## src/source/game_mem_defines.svh

```systemverilog
// game memory parameters
`ifndef GAME_MEM_DEFINES_SVH
`define GAME_MEM_DEFINES_SVH

// rom word address bits, 4k words
`define GM_AW          12

// rom data bus width
`define GM_DW          16

// store read latency in clk96 cycles, sdram-like
`define GM_MEM_LAT     4

// reset synchroniser length
`define GM_RST_STAGES  3

// words in the rom store, must match GM_AW
`define GM_DEPTH       4096

`endif

```

## src/source/clk_rst_gen.sv

```systemverilog
// clock enables and reset sync
`include "game_mem_defines.svh"

module clk_rst_gen (
    input  logic clk96,       // only clock in the design
    input  logic arst_n,
    input  logic game_rst,    // core reset request
    input  logic pll_locked,
    output logic rst96,       // synchronous to clk96
    output logic cen48,       // every 2nd cycle
    output logic cen24,       // every 4th cycle
    output logic cen6         // every 16th cycle
);

    logic [`GM_RST_STAGES-1:0] sync_q;     // ones shift in once all sources are good
    logic [`GM_RST_STAGES-1:0] sync_nxt;
    logic [3:0]                cnt;        // free-running divider
    logic [3:0]                cnt_nxt;
    logic                      run_nxt;    // out of reset next cycle

    always_comb begin
        if (game_rst || !pll_locked) begin
            sync_nxt = '0;                                    // restart the stretch
        end else begin
            sync_nxt = {sync_q[`GM_RST_STAGES-2:0], 1'b1};
        end
        run_nxt = sync_nxt[`GM_RST_STAGES-1];
        cnt_nxt = run_nxt ? cnt + 4'd1 : 4'd0;                // held at zero in reset
    end

    // cen decoded from the next count so they line up with cnt
    // and drop together with rst96
    always_ff @(posedge clk96 or negedge arst_n) begin
        if (!arst_n) begin
            sync_q <= '0;
            cnt    <= 4'd0;
            cen48  <= 1'b0;
            cen24  <= 1'b0;
            cen6   <= 1'b0;
        end else begin
            sync_q <= sync_nxt;
            cnt    <= cnt_nxt;
            cen48  <= cnt_nxt[0];
            cen24  <= &cnt_nxt[1:0];
            cen6   <= &cnt_nxt;          // all three meet at the wrap
        end
    end

    assign rst96 = ~sync_q[`GM_RST_STAGES-1];   // released after the last stage fills

endmodule

```

## config.mk

```make
export PLATFORM = sky130hd
export DESIGN_NAME = clk_rst_gen
export DESIGN_NICKNAME = d
export VERILOG_FILES = /design/src/source/clk_rst_gen.sv
export VERILOG_INCLUDE_DIRS = /design/src /design/src/source
export SDC_FILE = /design/constraint.sdc
export NUM_CORES = 1
export LEC_CHECK = 0
export BUFFER_PORTS_ARGS = -buffer_cell sky130_fd_sc_hd__buf_2
export CORE_AREA = 8 8 45 47
export DETAILED_ROUTE_END_ITERATION = 7
export DIE_AREA = 0 0 53 55
export GPL_ROUTABILITY_DRIVEN = 0
export PLACE_DENSITY = 0.55
export SLEW_MARGIN = 0
export SYNTH_ARGS = -nofsm -noshare
export SYNTH_HDL_FRONTEND = slang
export SYNTH_SLANG_ARGS = --single-unit
```

## constraint.sdc

```tcl
create_clock -name clk96 -period 1.3 [get_ports clk96]
set_clock_uncertainty 0.05 [all_clocks]
set_input_delay 0.195 -clock clk96 [delete_from_list [all_inputs] [get_ports clk96]]
set_output_delay 0.195 -clock clk96 [all_outputs]
set_load 0.01 [all_outputs]
```

# ---- Word level (Yosys, flattened, before mapping)
# Cells that the tools add are included.
dict set report word_totals {
  wordCells 13
  ram_bits 0
  regBits 10
  latch_bits 0
  rom_bits 0
  n_memories 0
}
dict set report classes {
  div 0
  bitwise 1
  n_shift 0
  n_lt_le_gt_ge 0
  n_addsub 1
  reduce_logical 4
  mul 0
  muxes 2
  n_eq_ne 0
}
# operator count
set ops {}
lappend ops {{$add 4x1->4 const B} 1}
lappend ops {{$mux 4} 1}
lappend ops {{$reduce_and 4->1} 1}
lappend ops {{$mux 3} 1}
lappend ops {{$reduce_and 2->1} 1}
lappend ops {{$logic_not 1->1} 1}
lappend ops {{$logic_or 1x1->1} 1}
lappend ops {{$not 1->1} 1}

# ---- Logic depth before layout (Yosys ltp)
# Gate-level depths: netlist of the first run.
dict set report depth {
  ltp_word 5
  ltp_mapped 3
  depth_no_buf 3
}

# ---- Least setup slack after synthesis of the first run
# Ideal clock, no wire load.
dict set report synth_path {
  kind {flip-flop to flip-flop}
  startpoint {reg cnt[0]}
  endpoint {reg cen6}
  path_stages_with_launch 4
  t_arrival_ns 1.000
  n_path_buf 0
  required_ns 1.154
  path_slack_ns 0.155
  path_cell_list {dfrtp_1 > ha_1 > xnor2_1 > nor4_2}
}
dict set report synth_between {
  elab_chain_len 3
}
# element line_no
set synth_lines {}
lappend synth_lines {{start, declared} clk_rst_gen.sv:17} ;# logic [3:0] cnt;
lappend synth_lines {{start signal, assigned} clk_rst_gen.sv:42} ;# cnt <= cnt_nxt;
lappend synth_lines {{$add 4x1->4} clk_rst_gen.sv:28} ;# cnt_nxt = run_nxt ? cnt + 4'd1 : 4'd0;
lappend synth_lines {{$mux 4} clk_rst_gen.sv:28}
lappend synth_lines {{$reduce_and 4->1} clk_rst_gen.sv:45} ;# cen6 <= &cnt_nxt;
lappend synth_lines {{end signal, assigned} clk_rst_gen.sv:45}
lappend synth_lines {{end, declared} clk_rst_gen.sv:12} ;# output logic cen6
# Every way passes these cells.

# ---- Worst setup path after layout of the first run
# Ends and elaborated chain as after synthesis.

==> flow_summary.yaml, run 1 <==
pwr:
  clock_power_share_pct: 41.8
  swShare_pct: 22.00
  intPower_mw: 0.4122
  power_frac_comb_pct: 4.3
  pwr_density_cell_nw_per_um2: 1164
  p_leak_nw: 0.2479
  irDropWorstVdd_mv: 0.3293
  sequentialPowerShare_pct: 53.9
  power_switching_mw: 0.1163
floorplanning:
  core_area_um2: 1384
  dieHeight_um: 55
  fp.dieW_um: 53
  start_util_pct: 26.22
  die-area_um2: 2915
  placementRows: 14
  io-pin-count: 8
cells_and_area:
  area_delta_synth_final_pct: 25.17
  design_area_um2: 454.2
  antenna_cells: 0
  regArea_um2: 225.2
  layout.cells.non_filler: 54
  fin_nets: 44
  num-fill-cells: 150
  multi_input_area_um2: 130.1
  drive_gt1_share_pct: 36.84
synthesis:
  ys_ff_latch: 9
  ys_types: 16
  synth_top_area_share_pct: 62.07
  ys_seq_area_share_pct: 62.07
  synth_top_cells_by_area: "dfrtp_1 62%, nand3b_4 5.5%, ha_1 3.4%"
  synth_nets: 31
  synth_area_per_cell_um2: 13.96
  yosys_warnings: 0
  syn_area_um2: 362.8
  synth_top_area_cell: "dfrtp_1"
  syn_inst: 26
run:
  cap_violations: 0
setup_path:
  crit_type: "reg2reg"
  worstPathArrival_ns: 1.30
  crit_required_ns: 1.41
  end_kind: "flop"
  worstPathMaxFanout: 6
  crit_path_start_kind: "flop"
outcome:
  status: "finished clean"
global_routing:
  grt_remaining_overflow: 0
  grt_usage_pct: 6.670
  grt_pass1_wl_um: 1290
  antenna_found_initial: 0
  grt_max_degree: 10
  grt_pass1_vias: 295
clock_tree:
  cts.sinks: 9
  cts.clk_slew.worst_paths_ns: 0.06
  clk_path_buf_depth: 2
  cts_setup_buffers: 0
  post_cts_resized: 0
  holdBufCountCts: 1
  clockRootBuffer: "clkbuf_4"
  insertion_delay_ns: 0.26
  cts_made_buffers: 3
  cts_tree: "built"
  htreeDepth: 1
sta:
  setup_viol: 0
  maxSlewViolCount: 0
  worst_pin_slew_ns: 0.2153
  rsz0062_at_grt: "false"
  hold-worst-slack_ns: 0.1953
  final.setup.tns_ns: 0
  max_freq_mhz: 840.9
  setup_slack_ns: 0.1107
  maxSlewHeadroom_pct: 85.53
  post-route-period-util_pct: 91.48
  min_period_ns: 1.189
  hold_viol: 0
drt:
  routedWlPerCell_um: 12.78
  post_drt_via_cell_ratio: 4.370
  wl_um: 690
  vias: 236
  antenna_left: 0
  drt_pass1_iterations: 4
  drc: 0
  drt-initial-drc-count: 2
placed_design:
  place_ws_ns: 0.1010
  hpwlAfterDp_um: 511.9
  place_area_um2: 417.9
  dp.cells: 49
  portBuffers: 7
hold_path:
  hold_class: "in2reg"
-- power groups by stage --
stage               Combinational, mW  Sequential (mW)  Clock [mW]
floorplan                     0.00673            0.290           0
global placement               0.0202            0.290           0
detailed placement             0.0210            0.290           0
CTS                            0.0235            0.285       0.232
global route                   0.0260            0.285       0.248
finish                         0.0227            0.285       0.221
-- synth_stat cells (all sizes together) --
cell	instances
xnor2	1
dfrtp	9
nor4	1
nand3b	1
nor2	2
ha	1
and2	1
and2b	1
nand3	1
nand4b	1
nand4bb	1
and3	1
mux2i	1
nor3b	1
nand2	1
inv	2
-- registers in the layout, summed over array words and instances, names as in the netlist --
signal,cells
sync_q,3
cen24,1
cen6,1
cnt,4
-- cell type report --
type / instances / share of cell area, %
Clock buffer: 4 / 5.785
Inverter: 2 / 1.653
Timing Repair Buffer: 8 / 9.917
Multi-Input combinational cell: 15 / 28.65
Tap cell: 16 / 4.408
Sequential cell: 9 / 49.59
-- per-layer routing --
metal | share of wire, % | GRT usage, % | vias to the layer above
met5 | 0 | 0 | -
met4 | 0 | 6.466 | 0
met3 | 9.1 | 4.545 | 0
met2 | 56 | 10.55 | 6
met1 | 34 | 5.452 | 117
li1 | - | - | 113
-- per-stage QoR --
stage                     utilization, %  total power [mW]
final                              32.82            0.5285
after global routing               32.82            0.5594
after CTS                          32.82            0.5401
after detailed placement           30.20            0.3112
after global placement             30.20            0.3104
after floorplan                        -            0.2968
-- final timing paths --
check	from	to	slack (ns)	cells after the start
max	cnt[0]	cen6	0.11	3
min	pll_locked	sync_q[2]	0.20	3
max reg2reg	cnt[0]	cen6	0.11	3
min reg2reg	sync_q[0]	sync_q[1]	0.42	1
max in group asynchronous	arst_n	sync_q[1]	0.76	2
min in group asynchronous	arst_n	cen6	0.26	2
-- cells by family after synthesis --
logic type,Yosys count,synth area share [%]
mux,1,2.759
simple gates,12,27.24
xor+xnor,1,2.414
fa+ha+maj,1,3.448
flops,9,62.07
buf+inv,2,2.070
-- cell usage in the layout, fill, tap and decap left out, drive strengths merged, types with 2 or more instances in the layout --
cell type,netlist,layout
nor2,2,2
clkbuf,0,4
inv,2,2
buf,0,7
dfrtp,9,9
-- worst max-delay path: stages, from the launching register on --
cell and delay [ns]:
dfrtp_1 0.43, ha_1 0.23, xnor2_1 0.14, nor4_2 0.23
No activity file was read; power rests on OpenSTA's default activity.
==> run 2: changes to the inputs <==
Settings changed: PLACE_DENSITY 0.55 to 0.51, RECOVER_POWER set to 100.
Clock period 1.3 ns to 1 ns, I/O delays scaled along.
==> run 2 against run 1 <==
Compared with the run above:
- the run now ends with negative setup slack left
- total power increased by 29%
- setup slack worse by 0.23 ns
- die area stayed put
- sequential power grew 30%
- critical path depth is 1 lower
- non-clock buffer count up 3
- critical endpoint is now cen48
- largest cell class unchanged
- highest routed layer unchanged
==> flow_summary.yaml, run 2 (synthesis results as in run 1) <==
sta:
  worst_pin_slew_ns: 0.4830
  hold_viol: 0
  setup_viol: 3
  post-route-period-util_pct: 111.5
  rsz0062_at_grt: "true"
  hold-worst-slack_ns: 0.1674
  setup_slack_ns: -0.1155
  maxSlewViolCount: 0
  max_freq_mhz: 896.5
  final.setup.tns_ns: -0.2903
  min_period_ns: 1.115
  maxSlewHeadroom_pct: 67.80
setup_path:
  path_cells: "buf_6 -> buf_6"
  crit_required_ns: 0.80
  path_depth: 2
  worstPathMaxFanout: 2
  crit_family: "flip-flops"
  end_kind: "primary output"
  path_common_cell: "buf_6"
  ff2ff_setup_slack_ns: -0.10
  crit_path_start_kind: "flop"
  r2r_cells: 3
  slowest_stage: "dfrtp_2"
  worstPathArrival_ns: 0.92
  r2r-end: "cen6"
  r2r-start: "cnt[0]"
  cp_num_buf_inv: 2
  crit_type: "reg2out"
  slowest_delay_ns: 0.43
clock_tree:
  cts.clk_slew.worst_paths_ns: 0.06
  insertion_delay_ns: 0.26
  cts_tree: "built"
  htreeDepth: 1
  cts.sinks: 9
  clk_path_buf_depth: 2
  cts_made_buffers: 3
  clockRootBuffer: "clkbuf_4"
drt:
  drc: 0
  drt_pass1_iterations: 2
  vias: 257
  wl_met1_um: 286
  routedWlPerCell_um: 12.65
  met3_length_um: 53
  drt-initial-drc-count: 1
  wl_um: 721
  post_drt_via_cell_ratio: 4.509
  dr_wl_met2_um: 380
  antenna_left: 0
  top_layer: "met3"
pwr:
  irDropWorstVdd_mv: 0.4284
  swShare_pct: 21.29
  clock_power_share_pct: 40.9
  intPower_mw: 0.5366
  sequentialPowerShare_pct: 54.4
  power_frac_comb_pct: 4.7
  power_switching_mw: 0.1451
  pwr_density_cell_nw_per_um2: 1250
  p_leak_nw: 0.2576
cells_and_area:
  final_cell_mix: "8 x dfrtp_1, 3 x clkbuf_4, 3 x buf_2"
  antenna_cells: 0
  top_register: "cnt"
  fin_nets: 47
  design_area_um2: 545.5
  layout.cells.non_filler: 57
  area_delta_synth_final_pct: 50.34
  reg_top3: "cnt: 4 flops, sync_q: 3 flops"
  drive_gt1_share_pct: 48.78
  final_common_cell: "dfrtp_1"
  largest_reg_flops: 4
  num-fill-cells: 141
hold_path:
  min_from: "game_rst"
  hold_path_end: "cnt[3]"
  hold_class: "in2reg"
  hold_depth: 3
floorplanning:
  start_util_pct: 26.22
  fp.dieW_um: 53
  core_area_um2: 1384
  io-pin-count: 8
  dieHeight_um: 55
  placementRows: 14
  die-area_um2: 2915
global_routing:
  grt_usage_pct: 6.446
  grt_remaining_overflow: 0
  grt_max_degree: 10
  antenna_found_initial: 0
  grt_pass1_wl_um: 1297
  grt_pass1_vias: 314
outcome:
  status: "finished with violations"
  violations: "negative setup slack"
placed_design:
  place_area_um2: 450.4
  dp.cells: 50
  place_ws_ns: -0.08537
  portBuffers: 7
  hpwlAfterDp_um: 516.5
run:
  cap_violations: 0
run 2: final cells by class:
class | instances | area (µm²) | share of cell area [%]
Multi-Input combinational cell | 15 | 188.9 | 34.63
Timing Repair Buffer | 11 | 76.32 | 13.99
Inverter | 2 | 7.507 | 1.376
Tap cell | 16 | 20.02 | 3.670
Clock buffer | 4 | 26.28 | 4.817
Sequential cell | 9 | 226.5 | 41.51
run 2: tightest hold or removal path, cell delays in order:
cell and delay (ns):
buf_2 0.10, nand4b_1 0.11, mux2i_1 0.07
run 2: how the worst max path moves through the flow:
stage / startpoint / endpoint
floorplan: cnt[0] / cen6
detailed placement: cnt[1] / cen6
global placement: cnt[1] / cen6
global route: cnt[0] / cen48
CTS: cnt[0] / cen48
finish: cnt[0] / cen48
run 2: repair_timing:
item | CTS | global route
hold buffers | 1 | 0
resized for setup | 6 | 1
buffers inserted | 2 | 0
hold endpoints to repair | 9 | 0
endpoints found under the setup margin | 3 | 6
run 2: routing by layer:
metal	vias to the layer above	GRT usage [%]
li1	119	-
met1	132	6.376
met2	6	10.35
met3	0	2.941
met4	0	5.172
met5	-	0
run 2: power by group through the flow:
stage | sequential (mW) | clock (mW) | combinational [mW]
2_1_floorplan | 0.377 | 0 | 0.00918
3_3_place_gp | 0.377 | 0 | 0.0276
3_5_place_dp | 0.377 | 0 | 0.0291
4_1_cts | 0.371 | 0.279 | 0.0337
5_1_grt | 0.371 | 0.310 | 0.0360
6_report | 0.371 | 0.279 | 0.0320
run 2: stage by stage:
stage / power (mW) / util (%)
after floorplan: 0.3866 / -
after global placement: 0.4048 / 32.55
after detailed placement: 0.4064 / 32.55
after CTS: 0.6835 / 39.15
after global routing: 0.7173 / 39.42
final: 0.6817 / 39.42
==> run 3: changes to the inputs <==
Settings changed: ABC_AREA set to 1, PLACE_DENSITY 0.51 to 0.52.
==> run 3 against run 2 <==
Compared with the run above:
- non-clock buffer count unchanged
- largest power group unchanged
- critical path type unchanged
- the run still ends with negative setup slack left
- global-route usage down 0.33 points
- via count is 6.2% higher
- count of clock-buffer cells in the layout fell by 1
- synthesized cell count is 38% higher
- cell area grew 2.3%
==> flow_summary.yaml, run 3 <==
pwr:
  finalPower_mw: 0.6810
  intPower_mw: 0.5278
  p_leak_nw: 0.2699
  swShare_pct: 22.49
  pwr_density_cell_nw_per_um2: 1220
  power_switching_mw: 0.1532
  irDropWorstVdd_mv: 0.7836
  power_frac_comb_pct: 4.5
  sequentialPowerShare_pct: 54.3
  clock_power_share_pct: 41.2
floorplanning:
  die-area_um2: 2915
  placementRows: 14
  core_area_um2: 1384
  dieHeight_um: 55
  io-pin-count: 8
  start_util_pct: 26.94
  fp.dieW_um: 53
clock_tree:
  clk_path_buf_depth: 2
  clockRootBuffer: "clkbuf_4"
  cts.sinks: 9
  cts.clk_slew.worst_paths_ns: 0.06
  cts_made_buffers: 3
  insertion_delay_ns: 0.26
  htreeDepth: 1
  cts_tree: "built"
synthesis:
  synth_top_area_share_pct: 60.40
  syn_inst: 36
  synth_most_common_cell: "dfrtp_1"
  synth_nets: 41
  synth_xor_area_share_pct: 0
  syn_area_um2: 372.9
  synthFlopType: "dfrtp_1"
  synth-simple-area-share_pct: 26.17
  synth_top_cells_by_area: "dfrtp_1 60%, inv_1 7.0%, nand3_4 4.7%"
  ys_ff_latch: 9
  synth-edff-count: 0
  synth_area_per_cell_um2: 10.36
  synth_common_cells: "9 x dfrtp_1, 7 x inv_1, 4 x nor2_1, 3 x nand2_1"
  ys_types: 14
  synth_top_family_by_area: "simple AND/OR/NAND/NOR gates"
  synth-compound-area-share_pct: 0
  ys_seq_area_share_pct: 60.40
  yosys_warnings: 0
  synth_top_area_cell: "dfrtp_1"
  postSynth.asyncResetShare_pct: 100.0
  synthAdderAreaFrac_pct: 3.356
  synth.area.mux_share_pct: 0
drt:
  wl_um: 697
  routedWlPerCell_um: 10.40
  antenna_left: 0
  vias: 273
  drc: 0
  post_drt_via_cell_ratio: 4.075
  drt_pass1_iterations: 3
  drt-initial-drc-count: 4
cells_and_area:
  top_register: "cnt"
  fin_nets: 57
  reg_top3: "cnt: 4 flops, sync_q: 3 flops"
  final_common_cell: "dfrtp_1"
  num-fill-cells: 142
  antenna_cells: 0
  largest_reg_flops: 4
  drive_gt1_share_pct: 62.75
  final_cell_mix: "8 x dfrtp_1, 5 x inv_1, 4 x inv_2, 4 x buf_2, 4 x buf_6"
  area_delta_synth_final_pct: 49.66
global_routing:
  grt_max_degree: 10
  grt_pass1_vias: 307
  grt_remaining_overflow: 0
  antenna_found_initial: 0
  grt_pass1_wl_um: 1248
  grt_usage_pct: 6.119
sta:
  maxSlewHeadroom_pct: 68.24
  setup_slack_ns: -0.1198
  post-route-period-util_pct: 112.0
  worst_pin_slew_ns: 0.4764
  hold_viol: 0
  rsz0062_at_grt: "true"
  max_freq_mhz: 893.1
  min_period_ns: 1.120
  maxSlewViolCount: 0
  final.setup.tns_ns: -0.2957
  setup_viol: 4
setup_path:
  worstPathMaxFanout: 2
  crit_path_start_kind: "flop"
  end_kind: "primary output"
  worstPathArrival_ns: 0.92
  crit_type: "reg2out"
  crit_required_ns: 0.80
placed_design:
  portBuffers: 7
  hpwlAfterDp_um: 502.5
  place_ws_ns: -0.07510
hold_path:
  hold_class: "in2reg"
outcome:
  violations: "negative setup slack"
  status: "finished with violations"
run:
  cap_violations: 0
[run 3: stage by stage]
stage	instances	cell area, µm²	hold slack, ns	util (%)
3_5_place_dp	61	467.9	-0.04204	33.82
2_1_floorplan	36	397.9	-0.1956	-
4_1_cts	67	535.5	0.09496	38.70
5_1_grt	67	558.0	0.1368	40.33
3_3_place_gp	61	467.9	-0.03795	33.82
6_report	67	558.0	0.1044	40.33
[run 3: cell families after synthesis]
group                    after synthesis
adder cells (fa/ha/maj)                1
buffers and inverters                 10
flip-flops                             9
AND/OR/NAND/NOR                       16
[run 3: final cells by class]
type	count	area, µm²	share of cell area (%)
clock buffer	3	22.52	4.036
clock inverter	1	5.005	0.8969
inverter	10	40.04	7.175
multi-input combinational	17	157.7	28.25
sequential	9	226.5	40.58
tap	16	20.02	3.587
timing repair buffer	11	86.33	15.47
[run 3: what timing repair did]
item,CTS,global route
endpoints found under the setup margin,4,5
pin swaps,2,3
gates cloned,0,0
hold buffers,1,0
resized for setup,5,7
hold endpoints to repair,9,0
setup buffers,1,0
[run 3: power groups by stage]
stage | logic [mW] | clock network (mW) | registers [mW]
global placement | 0.0263 | 0 | 0.376
detailed placement | 0.0261 | 0 | 0.377
CTS | 0.0312 | 0.298 | 0.370
finish | 0.0305 | 0.281 | 0.370
floorplan | 0.00861 | 0 | 0.377
global route | 0.0354 | 0.320 | 0.370
[run 3: final timing paths]
| kind | from | end | slack [ns] | depth (start not counted) |
|---|---|---|---|---|
| worst max-delay path | cnt[0] | cen48 | -0.12 | 2 |
| worst min-delay path | game_rst | sync_q[1] | 0.10 | 4 |
| worst max register to register | cnt[0] | cen6 | -0.11 | 5 |
| worst min register to register | sync_q[0] | sync_q[1] | 0.42 | 2 |
| max in group asynchronous | arst_n | cnt[0] | 0.25 | 2 |
| min in group asynchronous | arst_n | cnt[1] | 0.30 | 2 |
[run 3: layer usage]
metal	share of wire [%]	GRT usage, %	routed length, µm
met2	54	10.35	377
met3	8.9	5.080	62
met4	0	1.293	0
met5	0	0	0
met1	37	5.607	257
[run 3: worst max-delay path: stages (launching register included)]
cell and delay, ns:
dfrtp_2 0.43, buf_6 0.12, buf_6 0.11
