**src/source/game_mem_defines.svh**
```systemverilog
// game memory parameters
`ifndef GAME_MEM_DEFINES_SVH
`define GAME_MEM_DEFINES_SVH

// rom word address bits, 4k words
`define GM_AW          12

// rom data bus width
`define GM_DW          16

// store read latency in clk96 cycles, sdram-like
`define GM_MEM_LAT     4

// reset synchroniser length
`define GM_RST_STAGES  3

// words in the rom store, must match GM_AW
`define GM_DEPTH       4096

`endif

```
**src/source/game_mem_pkg.sv**
```systemverilog
// game memory bus types
`include "game_mem_defines.svh"

package game_mem_pkg;

    // who owns a bus transfer
    typedef enum logic [1:0] {
        ID_NONE = 2'd0,  // nobody, idle bus
        ID_CPU  = 2'd1,
        ID_VID  = 2'd2
    } port_id_e;

    // read request from a slot towards the store
    typedef struct packed {
        logic              valid;
        logic [`GM_AW-1:0] addr;   // word address
        port_id_e          id;     // echoed back in the response
    } rom_req_t;

    // read response, broadcast to every slot
    typedef struct packed {
        logic              valid;  // one cycle strobe
        port_id_e          id;
        logic [`GM_DW-1:0] data;
    } rom_rsp_t;

    typedef enum logic [1:0] {
        ARB_IDLE = 2'd0,  // free, may grant
        ARB_WAIT = 2'd1,  // read in flight
        ARB_LOAD = 2'd2   // loader owns the bus
    } arb_state_e;

    typedef enum logic [1:0] {
        SLOT_IDLE = 2'd0,
        SLOT_REQ  = 2'd1,  // asking the arbiter
        SLOT_WAIT = 2'd2   // granted, data on its way
    } slot_state_e;

endpackage

```
**src/source/rom_slot.sv**
```systemverilog
// cached rom read slot
`include "game_mem_defines.svh"

module rom_slot #(
    parameter game_mem_pkg::port_id_e SLOT_ID = game_mem_pkg::ID_CPU
) (
    input  logic                   clk96,
    input  logic                   arst_n,
    input  logic                   rst,
    input  logic                   cs,      // level from the core
    input  logic [`GM_AW-1:0]      addr,
    input  logic                   flush,   // download in progress
    input  logic                   gnt,     // one cycle pulse from the arbiter
    input  game_mem_pkg::rom_rsp_t rsp,     // shared by all slots
    output logic [`GM_DW-1:0]      dout,
    output logic                   ok,
    output game_mem_pkg::rom_req_t req
);
    import game_mem_pkg::*;

    slot_state_e       state;
    logic              cache_vld;
    logic              stale_q;      // a flush hit the fetch in flight
    logic [`GM_AW-1:0] cache_addr;   // also the fetch address while busy
    logic [`GM_DW-1:0] cache_data;
    logic              hit;
    logic              miss;
    logic              rsp_mine;

    always_comb begin
        hit       = cache_vld && (cache_addr == addr);
        miss      = cs && !hit;
        rsp_mine  = rsp.valid && (rsp.id == SLOT_ID);   // ignore the other slot's data
        ok        = cs && hit;
        dout      = cache_data;
        req.valid = (state == SLOT_REQ);                // held until gnt
        req.addr  = cache_addr;
        req.id    = SLOT_ID;
    end

    always_ff @(posedge clk96 or negedge arst_n) begin
        if (!arst_n) begin
            state     <= SLOT_IDLE;
            cache_vld <= 1'b0;
            stale_q   <= 1'b0;
        end else if (rst) begin
            state     <= SLOT_IDLE;
            cache_vld <= 1'b0;
            stale_q   <= 1'b0;
        end else begin
            case (state)
                SLOT_IDLE: begin
                    if (miss) begin
                        state     <= SLOT_REQ;
                        cache_vld <= 1'b0;   // entry is being replaced
                    end
                end
                SLOT_REQ: begin
                    if (gnt) state <= SLOT_WAIT;
                end
                SLOT_WAIT: begin
                    if (rsp_mine) begin
                        state     <= SLOT_IDLE;
                        cache_vld <= !stale_q;   // stale data is dropped, refetched from idle
                    end
                end
                default: state <= SLOT_IDLE;
            endcase
            if (flush) cache_vld <= 1'b0;   // overrides a response in the same cycle
            stale_q <= (state == SLOT_WAIT) && !rsp_mine && (stale_q || flush);
        end
    end

    // payload, no reset needed
    always_ff @(posedge clk96) begin
        if (state == SLOT_IDLE && miss) cache_addr <= addr;      // address to fetch
        if (state == SLOT_WAIT && rsp_mine) cache_data <= rsp.data;
    end

endmodule

```
**config.mk**
```make
export PLATFORM = sky130hd
export DESIGN_NAME = rom_slot
export DESIGN_NICKNAME = d
export VERILOG_FILES = /design/src/source/game_mem_pkg.sv /design/src/source/rom_slot.sv
export VERILOG_INCLUDE_DIRS = /design/src /design/src/source
export SDC_FILE = /design/constraint.sdc
export NUM_CORES = 1
export LEC_CHECK = 0
export ABC_CLOCK_PERIOD_IN_PS = 5750
export BUFFER_PORTS_ARGS = -buffer_cell sky130_fd_sc_hd__buf_2
export CORE_MARGIN = 10
export CORE_UTILIZATION = 39
export DETAILED_ROUTE_END_ITERATION = 8
export PLACE_DENSITY_LB_ADDON = 0.05
export RECOVER_POWER = 25
export SETUP_SLACK_MARGIN = 0.4
export SYNTH_ARGS = -nofsm -noshare
export SYNTH_HDL_FRONTEND = slang
export SYNTH_SLANG_ARGS = --single-unit
```
**constraint.sdc**
```tcl
create_clock -name clk96 -period 5.75 [get_ports clk96]
set_input_delay 1.725 -clock clk96 [delete_from_list [all_inputs] [get_ports clk96]]
set_output_delay 1.725 -clock clk96 [all_outputs]
set_load 0.05 [all_outputs]
```
== After elaboration in Yosys (flattened, before gate mapping) ==
Index checks and enable logic that the tools add are counted.

* Register bits: 32
* Output and inout bits: 32

* Equal/unequal tests: 9
* Reduce and logical (&&, ||, !) cells: 16
* Muxes and demuxes: 11

{| class="wikitable"
|+ Operator list
! kind !! number
|-
| == test 12 bit || 1
|-
| != test 3 bit, second input constant || 3
|-
| logical AND 1 bit || 8
|-
| 2-to-1 mux 2 bit || 4
|-
| != test 4 bit, second input constant || 2
|-
| case mux 2 bit (3 select lines) || 1
|-
| AND reduction 3 bit || 2
|-
| 2-to-1 mux 1 bit || 5
|-
| == test 2 x 1 -> 1 bit, second input constant || 2
|-
| nonzero test 4 bit || 1
|-
| zero test 1 bit || 3
|-
| == test 2 bit, second input constant || 1
|-
| zero test 2 bit || 1
|-
| case mux 1 bit (2 select lines) || 1
|-
| logical OR 1 bit || 1
|}

== Longest topological paths before layout ==
Gate-level depths: netlist of run 1.

* Word-level depth: 8
* Mapped depth: 4
* Depth with buffers taken out: 4

== Worst setup path after synthesis of run 1 ==
OpenSTA, ideal clock, no wires.

* Kind: in2out
* Start: input addr[9]
* End: output ok
* Data required time: 4.025 ns
* Path slack: 1.227 ns
* Cell stages on the path: 4
* Arrival time: 2.798 ns
* Cells stage by stage: xnor2_1 > nand4_1 > nor4_2 > and2_1

* Cells in the longest elaborated chain, start to end: 3

{| class="wikitable"
|+ RTL lines
! element !! RTL line !! RTL
|-
| start, declared || rom_slot.sv:11 || <nowiki>input logic [`GM_AW-1:0] addr,</nowiki>
|-
| == test 12 bit || rom_slot.sv:31 || <nowiki>hit = cache_vld && (cache_addr == addr);</nowiki>
|-
| logical AND 1 bit || rom_slot.sv:31 ||
|-
| logical AND 1 bit || rom_slot.sv:34 || <nowiki>ok = cs && hit;</nowiki>
|-
| end, declared || rom_slot.sv:16 || <nowiki>output logic ok,</nowiki>
|}

Every way passes these cells.

== Worst setup path in the final report of run 1 ==
* Start: input addr[6]
* End: output ok

Same word-level chain as after synthesis.

==> results of run 1 <==
[metal layers]
layer,wire length (um),share of wire,vias to the layer above
li1,-,-,405
met1,1052,0.40,375
met2,1269,0.48,42
met3,278,0.11,5
met4,32,0.012,0
met5,0,0,-
[placed cells by master, fill, tap and decap left out, types with 2 or more instances in the layout]
| cell | instances |
|---|---|
| dfrtp_1 | 4 |
| clkinv_2 | 2 |
| clkbuf_1 | 4 |
| clkbuf_4 | 5 |
| buf_2 | 62 |
| nand4_1 | 2 |
| edfxtp_1 | 28 |
| xnor2_1 | 12 |
| conb_1 | 2 |
[worst max-delay path, cell delays in order]
cell     delay [ns]
buf_2          0.11
xnor2_1        0.14
nand3_1        0.12
nor4_2         0.45
and2_1         0.18
buf_2          0.25
[area by class of cell]
type / count / area [um^2] / area share
sequential: 32 / 940.9 / 0.5675
timing repair buffer: 66 / 325.3 / 0.1962
multi-input combinational: 36 / 285.3 / 0.1721
tap: 44 / 55.05 / 0.03321
clock buffer: 5 / 37.54 / 0.02264
clock inverter: 3 / 13.76 / 0.008302
[where the power goes]
group	switching [mW]	internal (mW)	total (mW)
combinational	0.0467	0.0232	0.0699
sequential	0.00562	0.263	0.268
clock	0.0686	0.0447	0.113
[kinds of logic after synthesis]
family,after synthesis
xor gates and xnor gates,12
buffers and inverters,2
DFF,32
and+or+nand+nor,16
other,2
AOI/OAI and AO/OA,6
[per-stage QoR]
| step | total power [mW] | util | hold slack [ns] |
|---|---|---|---|
| floorplan | 0.3203 | - | 0.5066 |
| global placement | 0.3444 | 0.5279 | 0.5551 |
| detailed placement | 0.3451 | 0.5279 | 0.5539 |
| CTS | 0.4612 | 0.5447 | 0.5713 |
| global route | 0.4782 | 0.5430 | 0.5945 |
| finish | 0.4517 | 0.5430 | 0.5670 |
[sequential cells by signal (all words and copies together), names as in the netlist]
| name | count |
|---|---|
| cache_addr | 12 |
| cache_vld | 1 |
| dout | 16 |
| stale_q | 1 |
| state | 2 |
[worst max-delay path by stage]
stage,end,from,depth (start not counted)
3_3_place_gp,ok,addr[7],6
5_1_grt,ok,addr[0],6
2_1_floorplan,ok,addr[9],4
6_report,ok,addr[6],6
4_1_cts,ok,addr[11],6
3_5_place_dp,ok,addr[11],6
==> flow_metrics.env, run 1 <==
export IMPL_status="finished clean"
export IMPL_fp_dieH_um=76.30
export IMPL_start_util=0.4049
export IMPL_port_buffer_count=66
export IMPL_fillers=296
export IMPL_place_ws_ns=1.012
export IMPL_synth_top_cell_by_area="edfxtp_1"
export IMPL_post_route_min_period_ns=4.703
export IMPL_fin_ws_ns=1.047
export IMPL_synth_edff_count=28
export IMPL_netlist_area_um2=1236
export IMPL_busiest_layer="met2"
export IMPL_rr_worst_depth=4
export IMPL_drive_gt1_frac=0.5352
export IMPL_wl_per_cell_um=14.15
export IMPL_vias=827
export IMPL_ios=69
export IMPL_cts_tree="yes"
export IMPL_fin_crit_sh=0.8179
export IMPL_peakVddDrop_mv=0.1551
export IMPL_ys_types=25
export IMPL_hp_class="register to register"
export IMPL_path_class="input port to output pin"
export IMPL_holdPathEnd="cache_vld$_DFFE_PN0P_"
export IMPL_cts_hold_fix_buffers=0
export IMPL_drv_slew=0
export IMPL_final_cells=186
export IMPL_clock_skew_ns=0.004201
export IMPL_wl_um=2632
export IMPL_cap_violations=0
export IMPL_area_growth_pct=34.11
export IMPL_syn_num_nets=107
export IMPL_rr_endpoint="cache_addr[10]$_DFFE_PP_"
export IMPL_grt_ovfl_total=0
export IMPL_grt_use_met2=0.1471
export IMPL_drc_errors=0
export IMPL_ys_top_cells_by_area="edfxtp_1 (68%), xnor2_1 (8.5%), dfrtp_1 (8.1%), a2111oi_2 (1.2%), buf_4 (1.2%)"
export IMPL_path_clk_slew_ns=0.09
export IMPL_cts_setup_buffers=0
export IMPL_worst_slew_pin_slew_ns=0.8910
export IMPL_hold_path_cell_count=2
export IMPL_cp_arrival_ns=2.98
export IMPL_nets=178
export IMPL_detail_route_antenna_nets=0
export IMPL_cp_data_required_time_ns=4.03
export IMPL_async_flop_share=0.1250
export IMPL_dr_pass1_iters=4
export IMPL_synth_top_family_by_area="simple AND/OR/NAND/NOR gates"
export IMPL_grt_pass1_vias=931
export IMPL_finalWeightedCongestion=0.7170
export IMPL_insertion_delay_ns=0.31
export IMPL_synth_xor_area_share=0.08502
export IMPL_worstHoldStart="stale_q$_DFF_PN0_"
export IMPL_synth_seq_cells=32
export IMPL_finalInstanceArea_um2=1658
export IMPL_avgSynthCellArea_um2=17.66
export IMPL_synth_most_common_cell="edfxtp_1"
export IMPL_synth_top_flop_cell="edfxtp_1"
export IMPL_root_buffer="clkbuf_4"
export IMPL_worstSetupStartpointType="input port"
export IMPL_dieWidth_um=76.30
export IMPL_rsz0062_at_grt="false"
export IMPL_insertedDiodeCount=0
export IMPL_synthAdderAreaFrac=0
export IMPL_end_kind="output pin"
export IMPL_core_rowCount=20
export IMPL_synth_compound_area_share=0.04049
export IMPL_max_freq_mhz=212.6
export IMPL_yosys_warnings=0
export IMPL_yosysTopAreaCellShare=0.6802
export IMPL_synthMuxAreaShare=0
export IMPL_cts_buffers=5
export IMPL_antenna_found_initial=0
export IMPL_cts_resized=0
export IMPL_yosys_area_share_simple=0.09514
export IMPL_r2r_start="cache_addr[11]$_DFFE_PP_"
export IMPL_crit_fanout=4
export IMPL_dieArea_um2=5822
export IMPL_grt_start_max_net_pins=18
export IMPL_grtUsageMet1=0.1013
export IMPL_drt_iter0_markers=39
export IMPL_relSlewSlack=0.4028
export IMPL_synth_common_cells="edfxtp_1 (28), xnor2_1 (12), dfrtp_1 (4)"
export IMPL_grt_util_all_layers=0.09480
export IMPL_viasPerCell=4.446
export IMPL_powerDensity_nw_per_um2=272.5
export IMPL_placed_cell_area_um2=1612
export IMPL_htreeDepth=2
export IMPL_seq_area_frac_synth=0.7611
export IMPL_met3_usage=0.06250
export IMPL_synth_cells=70
export IMPL_hold_viol=0
export IMPL_dpl_cell_count=178
export IMPL_core_area_um2=3053
export IMPL_reg2reg_slack_ns=3.89
export IMPL_cts_sinks=32
export IMPL_fin_setup_tns_ns=0
export IMPL_grt_pass1_wl_um=4367
export IMPL_clk_path_buf_depth=2
export IMPL_setup_viol=0
export IMPL_leakage_nw=0.6757
export IMPL_dp_hpwl_um=2206
Power figures use the tool's default switching activity.
==> inputs of run 2 (changes only) <==
ABC_CLOCK_PERIOD_IN_PS = 4200   (was 5750)
clock period = 4.2 ns   (was 5.75 ns; I/O delays follow)
==> flow_metrics.env, run 2 (synthesis gave the netlist of run 1 again) <==
export IMPL_core_area_um2=3053
export IMPL_drv_slew=0
export IMPL_final_cell_mix="buf_2 (61), edfxtp_1 (28), xnor2_1 (12)"
export IMPL_core_rowCount=20
export IMPL_cp_data_required_time_ns=2.94
export IMPL_cts_sinks=32
export IMPL_hp_class="register to register"
export IMPL_area_growth_pct=35.02
export IMPL_dp_hpwl_um=2206
export IMPL_end_kind="output pin"
export IMPL_detail_route_antenna_nets=0
export IMPL_cpPeakStageDelay_ns=0.33
export IMPL_cts_hold_fix_buffers=0
export IMPL_cp_cell_sequence="clkbuf_1 > xnor2_1 > nand4_1 > nor4_4 > and2_1 > clkbuf_4"
export IMPL_fin_crit_sh=0.8763
export IMPL_cts_setup_buffers=0
export IMPL_grt_start_max_net_pins=18
export IMPL_setup_viol=0
export IMPL_largest_register_ffs=16
export IMPL_crit_fanout=4
export IMPL_place_ws_ns=0.3916
export IMPL_path_clk_slew_ns=0.09
export IMPL_insertedDiodeCount=0
export IMPL_post_route_min_period_ns=3.681
export IMPL_status="finished clean"
export IMPL_dr_pass1_iters=4
export IMPL_cap_violations=0
export IMPL_dpl_cell_count=178
export IMPL_worstSetupStartpointType="input port"
export IMPL_viasPerCell=4.414
export IMPL_wl_per_cell_um=14.24
export IMPL_drc_errors=0
export IMPL_cts_buffers=5
export IMPL_grt_pass1_wl_um=4353
export IMPL_grt_use_met2=0.1480
export IMPL_grtUsageMet1=0.1006
export IMPL_worst_slew_pin_slew_ns=0.8910
export IMPL_root_buffer="clkbuf_4"
export IMPL_powerDensity_nw_per_um2=371.2
export IMPL_clock_skew_ns=0.005005
export IMPL_nets=178
export IMPL_grt_ovfl_total=0
export IMPL_met3_usage=0.06250
export IMPL_dieWidth_um=76.30
export IMPL_final_cells=186
export IMPL_fp_dieH_um=76.30
export IMPL_peakVddDrop_mv=0.2129
export IMPL_clk_path_buf_depth=2
export IMPL_ios=69
export IMPL_leakage_nw=0.6879
export IMPL_hold_viol=0
export IMPL_rsz0062_at_grt="false"
export IMPL_final_common_cell="buf_2"
export IMPL_relSlewSlack=0.4028
export IMPL_cp_arrival_ns=2.42
export IMPL_vias=821
export IMPL_grt_util_all_layers=0.09480
export IMPL_drive_gt1_frac=0.5352
export IMPL_wl_um=2649
export IMPL_fin_ws_ns=0.5194
export IMPL_path_class="input port to output pin"
export IMPL_antenna_found_initial=0
export IMPL_grt_pass1_vias=930
export IMPL_insertion_delay_ns=0.32
export IMPL_cp_slowest_cell="nor4_4"
export IMPL_dieArea_um2=5822
export IMPL_fin_setup_tns_ns=0
export IMPL_cts_tree="yes"
export IMPL_port_buffer_count=66
export IMPL_finalWeightedCongestion=0.7170
export IMPL_drt_iter0_markers=44
export IMPL_start_util=0.4049
export IMPL_busiest_layer="met2"
export IMPL_htreeDepth=2
export IMPL_max_freq_mhz=271.7
==> run 2: final cells by class <==
class,instances,area [um^2]
repair buffers,66,327.8
clock inverters,3,13.76
multi-input cells,36,294.0
fillers,294,1384
well taps,44,55.05
clock buffers,5,37.54
flip-flops and latches,32,940.9
==> run 2: metal layers <==
metal	wire [um]	up-vias
li1	-	405
met1	1058	369
met2	1276	42
met3	282	5
met4	32	0
met5	0	-
==> run 2: worst max-delay path: cells and delay by family <==
family,cells,cell delay [ns]
and+or+nand+nor,3,0.68
buffers and inverters,2,0.31
xor gates and xnor gates,1,0.17
==> run 2: worst paths after layout <==
kind | from | end | slack (ns) | cells after the start
max in group asynchronous | arst_n | stale_q$_DFF_PN0_ | 3.25 | 1
min | stale_q$_DFF_PN0_ | cache_vld$_DFFE_PN0P_ | 0.57 | 2
min in group asynchronous | arst_n | state[0]$_DFFE_PN0P_ | 0.76 | 1
max | addr[11] | ok | 0.52 | 6
max reg2reg | cache_addr[11]$_DFFE_PP_ | cache_addr[10]$_DFFE_PP_ | 2.32 | 4
min reg2reg | stale_q$_DFF_PN0_ | cache_vld$_DFFE_PN0P_ | 0.57 | 2
==> run 2: power by group <==
| part | leakage [nW] | switching (mW) | total, mW | internal, mW |
|---|---|---|---|---|
| clock network | 0.0324 | 0.0942 | 0.155 | 0.0613 |
| logic | 0.342 | 0.0648 | 0.0966 | 0.0318 |
| registers | 0.313 | 0.00769 | 0.368 | 0.360 |
==> run 2: per-stage QoR <==
| step | area [um^2] | power [mW] | util | hold slack [ns] |
|---|---|---|---|---|
| floorplan | 1236 | 0.4384 | - | 0.5066 |
| global placement | 1612 | 0.4715 | 0.5279 | 0.5551 |
| detailed placement | 1612 | 0.4724 | 0.5279 | 0.5539 |
| CTS | 1672 | 0.6322 | 0.5475 | 0.5713 |
| global route | 1669 | 0.6556 | 0.5467 | 0.5945 |
| finish | 1669 | 0.6196 | 0.5467 | 0.5660 |
==> run 2: timing repair <==
item | CTS | global route
endpoints found under the setup margin | 1 | 1
gates resized for setup | 1 | 1
pin swaps | 0 | 1
endpoints found under the hold margin | 0 | 0
==> inputs of run 3 (changes only) <==
CORE_MARGIN = 2   (was 10)
RECOVER_POWER = 50   (was 25)
SKIP_CTS_REPAIR_TIMING = 1   (was unset)
==> flow_metrics.env, run 3 (synthesis gave the netlist of run 1 again) <==
export IMPL_wl_per_cell_um=11.75
export IMPL_grt_util_all_layers=0.1370
export IMPL_finalWeightedCongestion=0.6806
export IMPL_drc_errors=0
export IMPL_worstSetupStartpointType="input port"
export IMPL_grt_pass1_wl_um=3450
export IMPL_path_clk_slew_ns=0.10
export IMPL_status="finished clean"
export IMPL_clk_path_buf_depth=2
export IMPL_insertion_delay_ns=0.33
export IMPL_worst_slew_pin_slew_ns=1.051
export IMPL_hp_class="register to register"
export IMPL_antenna_found_initial=0
export IMPL_fp_dieH_um=60.30
export IMPL_fillers=267
export IMPL_core_area_um2=3028
export IMPL_clock_skew_ns=0.007438
export IMPL_peakVddDrop_mv=0.2111
export IMPL_crit_family="simple AND/OR/NAND/NOR gates"
export IMPL_grt_pass1_vias=823
export IMPL_leakage_nw=0.6669
export IMPL_relSlewSlack=0.2992
export IMPL_setup_viol=0
export IMPL_fin_crit_sh=0.8792
export IMPL_drive_gt1_frac=0.4685
export IMPL_largest_register_ffs=16
export IMPL_start_util=0.4083
export IMPL_port_buffer_count=66
export IMPL_root_buffer="clkbuf_4"
export IMPL_core_rowCount=20
export IMPL_rsz0062_at_grt="false"
export IMPL_viasPerCell=4.444
export IMPL_dieWidth_um=60.30
export IMPL_dieArea_um2=3636
export IMPL_cp_arrival_ns=2.43
export IMPL_dp_hpwl_um=1731
export IMPL_post_route_min_period_ns=3.692
export IMPL_final_common_cell="buf_2"
export IMPL_finalInstanceArea_um2=1660
export IMPL_vias=831
export IMPL_fin_setup_tns_ns=0
export IMPL_cp_slowest_cell="nor4_4"
export IMPL_grt_start_max_net_pins=18
export IMPL_nets=179
export IMPL_drt_iter0_markers=17
export IMPL_cp_cell_sequence="clkbuf_1 > xnor2_1 > nand3_1 > nor4_4 > and2_1 > buf_2"
export IMPL_dr_pass1_iters=2
export IMPL_multi_input_area_um2=291.5
export IMPL_detail_route_antenna_nets=0
export IMPL_powerDensity_nw_per_um2=376.3
export IMPL_cap_violations=0
export IMPL_cpPeakStageDelay_ns=0.36
export IMPL_grt_ovfl_total=0
export IMPL_cts_tree="yes"
export IMPL_area_growth_pct=34.31
export IMPL_cp_data_required_time_ns=2.94
export IMPL_max_freq_mhz=270.8
export IMPL_crit_fanout=4
export IMPL_cts_sinks=32
export IMPL_regArea_um2=940.9
export IMPL_insertedDiodeCount=0
export IMPL_drv_slew=0
export IMPL_htreeDepth=2
export IMPL_worst_path_buf_inv=2
export IMPL_cts_buffers=5
export IMPL_placed_cell_area_um2=1612
export IMPL_end_kind="output pin"
export IMPL_final_cell_mix="buf_2 (53), edfxtp_1 (28), clkbuf_1 (13)"
export IMPL_path_class="input port to output pin"
export IMPL_wl_um=2198
export IMPL_hold_viol=0
export IMPL_ios=69
## run 3: changes by cell type in the layout (fill, tap and decap cells not counted)
cell and delta:
clkbuf_4 -1, buf_4 +1, and2_4 -1, buf_2 -8
clkbuf_1 +9, and2_0 +1
## run 3: worst paths after layout
check                           slack (ns)               startpoint  depth (start not counted)                       to
worst max-delay path                  0.51                  addr[6]                          6                       ok
worst min-delay path                  0.55        stale_q$_DFF_PN0_                          2    cache_vld$_DFFE_PN0P_
worst max register to register        2.20  cache_addr[2]$_DFFE_PP_                          5  cache_addr[5]$_DFFE_PP_
worst min register to register        0.55        stale_q$_DFF_PN0_                          2    cache_vld$_DFFE_PN0P_
max in group asynchronous             3.26                   arst_n                          1        stale_q$_DFF_PN0_
min in group asynchronous             0.74                   arst_n                          1     state[1]$_DFFE_PN0P_
## run 3: worst register-to-register path, stage by stage, from the launching register on
cell and delay (ns):
edfxtp_1 0.41, xnor2_1 0.14, nand4_1 0.16, nor4_4 0.06
buf_4 0.13, nor3_2 0.72
## run 3: area by class of cell
| type | instances | area share |
|---|---|---|
| flip-flops and latches | 32 | 0.5667 |
| repair buffers | 67 | 0.1937 |
| multi-input cells | 36 | 0.1756 |
| well taps | 44 | 0.03316 |
| clock buffers | 5 | 0.02261 |
| clock inverters | 3 | 0.008289 |
## run 3: per-layer routing
layer,global-route usage,part of all wire,up-vias,wire [um]
met2,0.2252,0.49,42,1083
met3,0.06277,0.10,8,224
li1,-,-,406,-
met4,0.09524,0.026,0,57
met5,0,0,-,0
met1,0.1375,0.38,375,833
## run 3: power by group
| part | internal, mW | switching (mW) | total [mW] |
|---|---|---|---|
| Combinational | 0.0305 | 0.0644 | 0.0950 |
| Sequential | 0.360 | 0.00753 | 0.367 |
| Clock | 0.0613 | 0.101 | 0.162 |
| Total | 0.452 | 0.173 | 0.625 |
## run 3: through the flow
| step | util | hold WS (ns) | setup WS [ns] | cells | power (mW) |
|---|---|---|---|---|---|
| after floorplan | - | 0.5066 | 0.6073 | 70 | 0.4384 |
| after global placement | 0.5322 | 0.5493 | 0.3965 | 178 | 0.4706 |
| after detailed placement | 0.5322 | 0.5542 | 0.3828 | 178 | 0.4722 |
| after CTS | 0.5492 | 0.5582 | 0.3797 | 186 | 0.6328 |
| after global routing | 0.5483 | 0.5684 | 0.4144 | 187 | 0.6524 |
| final | 0.5483 | 0.5519 | 0.5075 | 187 | 0.6247 |
